## src/rtl/gpu_mem_defs.svh

```systemverilog
`ifndef GPU_MEM_DEFS_SVH
`define GPU_MEM_DEFS_SVH

// Threads per warp.
`define NUM_LANES 8

`define WORD_W 32

// A line is 32 bytes, so eight words.
`define LINE_OFS 5
`define WORD_SEL_W 3

// Each space (global and shared) holds 32 lines.
`define SPACE_LINES 32
`define LINE_IDX_W 5

`endif
```

## src/rtl/mem_cfg_regs.sv

```systemverilog
`include "gpu_mem_defs.svh"

module mem_cfg_regs (
	input  logic                 clk,
	input  logic                 rst_n_i,
	input  logic                 cfg_we_i,
	input  logic [1:0]           cfg_addr_i,
	input  logic [15:0]          cfg_wdata_i,
	output logic [15:0]          cfg_rdata_o,
	input  logic                 fault_pulse_i,
	input  logic                 access_pulse_i,
	output logic [`LINE_IDX_W:0] shared_limit_o
);

	localparam int LIMIT_W = `LINE_IDX_W + 1;

	logic [LIMIT_W-1:0] limit_q;
	logic               fault_q;
	logic [15:0]        count_q;

	always_ff @(posedge clk)
	begin
		if (!rst_n_i)
		begin
			limit_q <= LIMIT_W'(`SPACE_LINES);
			fault_q <= 1'b0;
			count_q <= '0;
		end
		else
		begin
			if (cfg_we_i && cfg_addr_i == 2'd0)
			begin
				if (cfg_wdata_i > 16'(`SPACE_LINES))
					limit_q <= LIMIT_W'(`SPACE_LINES);
				else
					limit_q <= cfg_wdata_i[LIMIT_W-1:0];
			end
			// A new fault in the same cycle as a clearing write still sets the flag.
			if (fault_pulse_i)
				fault_q <= 1'b1;
			else if (cfg_we_i && cfg_addr_i == 2'd1)
				fault_q <= 1'b0;
			if (access_pulse_i)
				count_q <= count_q + 16'd1;
		end
	end

	always_comb
	begin
		case (cfg_addr_i)
			2'd0:    cfg_rdata_o = {{(16-LIMIT_W){1'b0}}, limit_q};
			2'd1:    cfg_rdata_o = {15'd0, fault_q};
			2'd2:    cfg_rdata_o = count_q;
			default: cfg_rdata_o = '0;
		endcase
	end

	assign shared_limit_o = limit_q;

endmodule

```

## config.mk

```make
export PLATFORM = sky130hd
export DESIGN_NAME = mem_cfg_regs
export DESIGN_NICKNAME = d
export VERILOG_FILES = /design/src/rtl/mem_cfg_regs.sv
export VERILOG_INCLUDE_DIRS = /design/src /design/src/rtl
export SDC_FILE = /design/constraint.sdc
export NUM_CORES = 1
export LEC_CHECK = 0
export ABC_CLOCK_PERIOD_IN_PS = 3150
export BUFFER_PORTS_ARGS = -buffer_cell sky130_fd_sc_hd__buf_4
export CAP_MARGIN = 15
export CORE_UTILIZATION = 35
export DETAILED_ROUTE_END_ITERATION = 10
export PLACE_DENSITY_LB_ADDON = 0.05
export SYNTH_ARGS = -nofsm -noshare
export SYNTH_HDL_FRONTEND = slang
export SYNTH_SLANG_ARGS = --single-unit
```

## constraint.sdc

```tcl
create_clock -name clk -period 3.15 [get_ports clk]
set_input_delay 0.315 -clock clk [delete_from_list [all_inputs] [get_ports clk]]
set_output_delay 0.315 -clock clk [all_outputs]
set_load 0.01 [all_outputs]
```

[After elaboration in Yosys (flattened, before gate mapping)]
Cells that the tools add are included.
W data, S select, Z words.
Word-level totals
  flip-flop bits (word level): 23
  latch bits: 0
  memory bits (writable): 0
  ROM bits: 0
  output and inout port bits: 22
  memories: 0
Operators by class
  add/sub/neg operators: 1
  multiply operators: 0
  div/mod/pow operators: 0
  $lt $le $gt $ge: 1
  equality and inequality tests: 2
  shift operators: 0
  multiplexer cells: 4
  bitwise operators: 0
  reduce and logical (&&, ||, !) cells: 4
Operators with widths (count)
  $pmux W16 S3: 1
  $add A16 B1 Y16 const B: 1
  $gt A16 B6 Y1 const B: 1
  $mux W6: 1
  $eq A2 B1 Y1 const B: 1
  $eq A2 B2 Y1 const B: 1
  $logic_and A1 B1 Y1: 2
  $logic_not A2 Y1: 1
  $mux W1: 2
  $reduce_bool A2 Y1: 1

[Logic depth before layout (Yosys ltp)]
  depth after elaboration: 4
  depth in mapped cells: 5
  depth with buffers taken out: 4

[Worst setup path after synthesis]
OpenSTA, ideal clock, no wires.
  path type: reg2reg
  start point: reg count_q[0]
  end point: reg count_q[10]
  library setup time: 71 ps
  arrival time: 1347 ps
  required time: 3079 ps
  setup slack: 1732 ps
  stages on the path, launching flop included: 5
  period minus slack after synthesis: 1418 ps
  path through: dfxtp_1 > ha_1 > nand3_4 > or4_1 > a21oi_1
On the way
  longest elaborated chain between the ends: 1
Ends and longest elaborated chain
  from (decl): line mem_cfg_regs.sv:19  | logic [15:0] count_q;
  from (signal assigned): line mem_cfg_regs.sv:44  | count_q <= count_q + 16'd1;
  $add A16 B1 Y16: line mem_cfg_regs.sv:44
No other way between the ends.
A chain may end at the register's enable or synchronous reset.

[Worst setup path after layout]
  start point: in cfg_addr_i[1]
  end point: out cfg_rdata_o[13]
On the way
  longest elaborated chain between the ends: 2
  elaborated cells between the ends (all ways): 4
Ends and longest elaborated chain
  from (decl): line mem_cfg_regs.sv:7  | input logic [1:0] cfg_addr_i,
  $eq A2 B2 Y1 (tied with other cells): line mem_cfg_regs.sv:50  | case (cfg_addr_i)
  $pmux W16 S3 (*): line mem_cfg_regs.sv:50
  to (decl): line mem_cfg_regs.sv:9  | output logic [15:0] cfg_rdata_o,
Mark *: on every way between the ends. The rest lies on a longest branch, timed or not.

==> results.json <==
{
  "outcome": "finished clean",
  "gp_congestion": 0.703,
  "final.period_utilization_pct": 52.1,
  "clkLatencyLatePin_ns": 0.31,
  "cts_hold_buf": 0,
  "grt_pass1_vias": 937,
  "post_cts_buffers": 0,
  "syn-cell-area_sq_um": 1190,
  "ant_nets": 0,
  "total_leakage_power_nw": 0.630,
  "p_sw_uw": 117,
  "worstSetupPathType": "in2out",
  "fin_skew_ns": 0.00676,
  "cts_buffers": 3,
  "yosys.area.top_type": "dfxtp_1",
  "max_slew_margin_pct": 60.8,
  "antenna_found_initial": 0,
  "initial_utilization_pct": 37.9,
  "slew_violations": 0,
  "holdPathStages": 2,
  "htreeDepth": 1,
  "r2r-end": "count_q[8]$_SDFFE_PN0P_",
  "fin_tns_setup_ns": 0,
  "dpl_cell_area_sq_um": 1550,
  "p_seq_share_pct": 61.4,
  "clkTransAtPathRegs_ns": 0.13,
  "layout_common_cells": "44 x buf_4, 23 x dfxtp_1, 13 x nor2_1",
  "routed_wl_mm": 2.75,
  "hp-class": "in2reg",
  "firstDrtPassIters": 4,
  "hold_viol_final": 0,
  "grt_max_degree": 15,
  "layout_commonest_cell": "buf_4",
  "critPathCaptureType": "output port",
  "final.min_clock_period_ns": 1.64,
  "post-place-ws_ns": 1.45,
  "yosys.area.top_type_share_pct": 38.6,
  "p_int_uw": 372,
  "die_w_microns": 60.4,
  "finalSetupViolations": 0,
  "num-nets-final": 201,
  "io_pins": 45,
  "cp.arrival_ns": 1.33,
  "synth.distinct_cells": 30,
  "yosys_warnings": 0,
  "ir_worst_vdd_uv": 316,
  "ys_top_cells_by_area": "dfxtp_1 39%, mux2i_1 10%, and2_1 5.2%",
  "ys_seq_elements": 23,
  "antennaDiodeCount": 0,
  "wl_per_cell_microns": 12.5,
  "clock_path_buffers": 2,
  "io_buffers": 44,
  "min_to": "shared_limit_o[4]$_SDFFE_PN0P_",
  "dieHeight_microns": 60.4,
  "cp.required_ns": 2.83,
  "setup_ws_ns": 1.51,
  "coreArea_sq_um": 3150,
  "grt-ovfl-total": 0,
  "syn_inst": 135,
  "seq_area_frac_synth_pct": 38.6,
  "power.density_nw_per_um2": 310,
  "rows": 20,
  "drtIter0Drc": 45,
  "vias": 1107,
  "tightestPinTransition_ns": 0.586,
  "sw_frac_of_total_pct": 24.0,
  "maxCapViolCount": 0,
  "dp_hpwl_mm": 2.08,
  "via_per_inst": 5.03,
  "r2r-start": "count_q[0]$_SDFFE_PN0P_",
  "cts_sinks": 23,
  "r2r_slack_ns": 1.57,
  "design_area_sq_um": 1570,
  "worstPathMaxFanout": 10,
  "root_buffer": "clkbuf_4",
  "p_total_uw": 489,
  "track_usage_pct": 16.4,
  "drive_above_1_share_pct": 29.0,
  "min_from": "cfg_wdata_i[4]",
  "cp-start-kind": "input pin",
  "die_area_sq_um": 3650,
  "r2r_cells": 4,
  "drcViolationCount": 0,
  "rsz0062_at_grt": "false",
  "ctsResizeCount": 0,
  "avgSynthCellArea_sq_um": 8.84,
  "pwr-share-comb_pct": 11.2,
  "grt_pass1_wl_mm": 4.41,
  "max_freq_ghz": 0.609,
  "areaGrowthSynthToFinish_pct": 31.9,
  "syn_nets": 159,
  "cts_tree": "done",
  "clockPowerShare_pct": 27.4
}
[metrics by stage]
stage	hold slack (ns)	utilization [%]	instances
global route	0.176	49.9	220
CTS	0.195	49.9	220
detailed placement	0.469	49.0	216
global placement	0.456	49.0	216
floorplan	0.432	-	135
finish	0.208	49.9	220
[worst max-delay path, cell delays in order]
cell,delay (ns)
buf_4,0.16
nor2b_1,0.52
and2_1,0.21
buf_4,0.12
[cells by family after synthesis]
group / Yosys count / synth area share (%)
flip-flops: 23 / 38.6
XOR/XNOR: 4 / 2.94
AND/OR/NAND/NOR: 66 / 33.3
adder cells (fa/ha/maj): 1 / 1.05
buffers and inverters: 10 / 3.67
multiplexers: 12 / 10.1
AO/OA/AOI/OAI: 19 / 10.4
[final cells by class]
type	instances	area (sq um)
inverters	3	11.3
fillers	349	1580
well taps	44	55.1
clock inverters	1	5.00
repair buffers	44	330
clock buffers	3	22.5
flip-flops and latches	23	460
multi-input cells	102	689
[how the worst max path moves through the flow]
stage,slack (ns),start,to
6_report,1.51,cfg_addr_i[1],cfg_rdata_o[13]
5_1_grt,1.40,cfg_addr_i[1],cfg_rdata_o[9]
4_1_cts,1.45,cfg_addr_i[1],cfg_rdata_o[14]
3_5_place_dp,1.45,cfg_addr_i[1],cfg_rdata_o[14]
3_3_place_gp,1.51,cfg_addr_i[1],cfg_rdata_o[15]
2_1_floorplan,1.73,count_q[0]$_SDFFE_PN0P_,count_q[10]$_SDFFE_PN0P_
[cells in the mapped netlist, drive strengths merged]
master and number:
nor2b 1, nand4 5, o21ai 3, xnor2 1
clkbuf 2, buf 5, xor2 3, nor3b 1
nand3b 2, dfxtp 23, mux2i 12, nand2b 5
nor2 13, ha 1, nand3 4, nor4b 1
inv 3, and2 10, nor3 1, o31ai 4
nand2 9, a21oi 7, or4 4, a22o 5
nor4 7, and4 1, or3 2
[sequential cells by signal, indices dropped and copies added (netlist names)]
| register | count |
|---|---|
| fault_q | 1 |
| shared_limit_o | 6 |
| count_q | 16 |
[power by group through the flow]
stage                     sequential, mW  clock (mW)  combinational, mW
after global placement             0.307           0             0.0537
after global routing               0.301       0.164             0.0599
after CTS                          0.300       0.144             0.0551
after detailed placement           0.307           0             0.0550
after floorplan                    0.305           0             0.0271
final                              0.300       0.134             0.0546
[metal layers]
| layer | share of wire [%] | GRT usage (%) | up-vias |
|---|---|---|---|
| met5 | 0 | 0 | - |
| li1 | - | - | 569 |
| met3 | 3.1 | 4.48 | 2 |
| met2 | 49 | 27.6 | 19 |
| met4 | 0.47 | 2.99 | 0 |
| met1 | 47 | 21.0 | 517 |
Power figures use the tool's default switching activity.
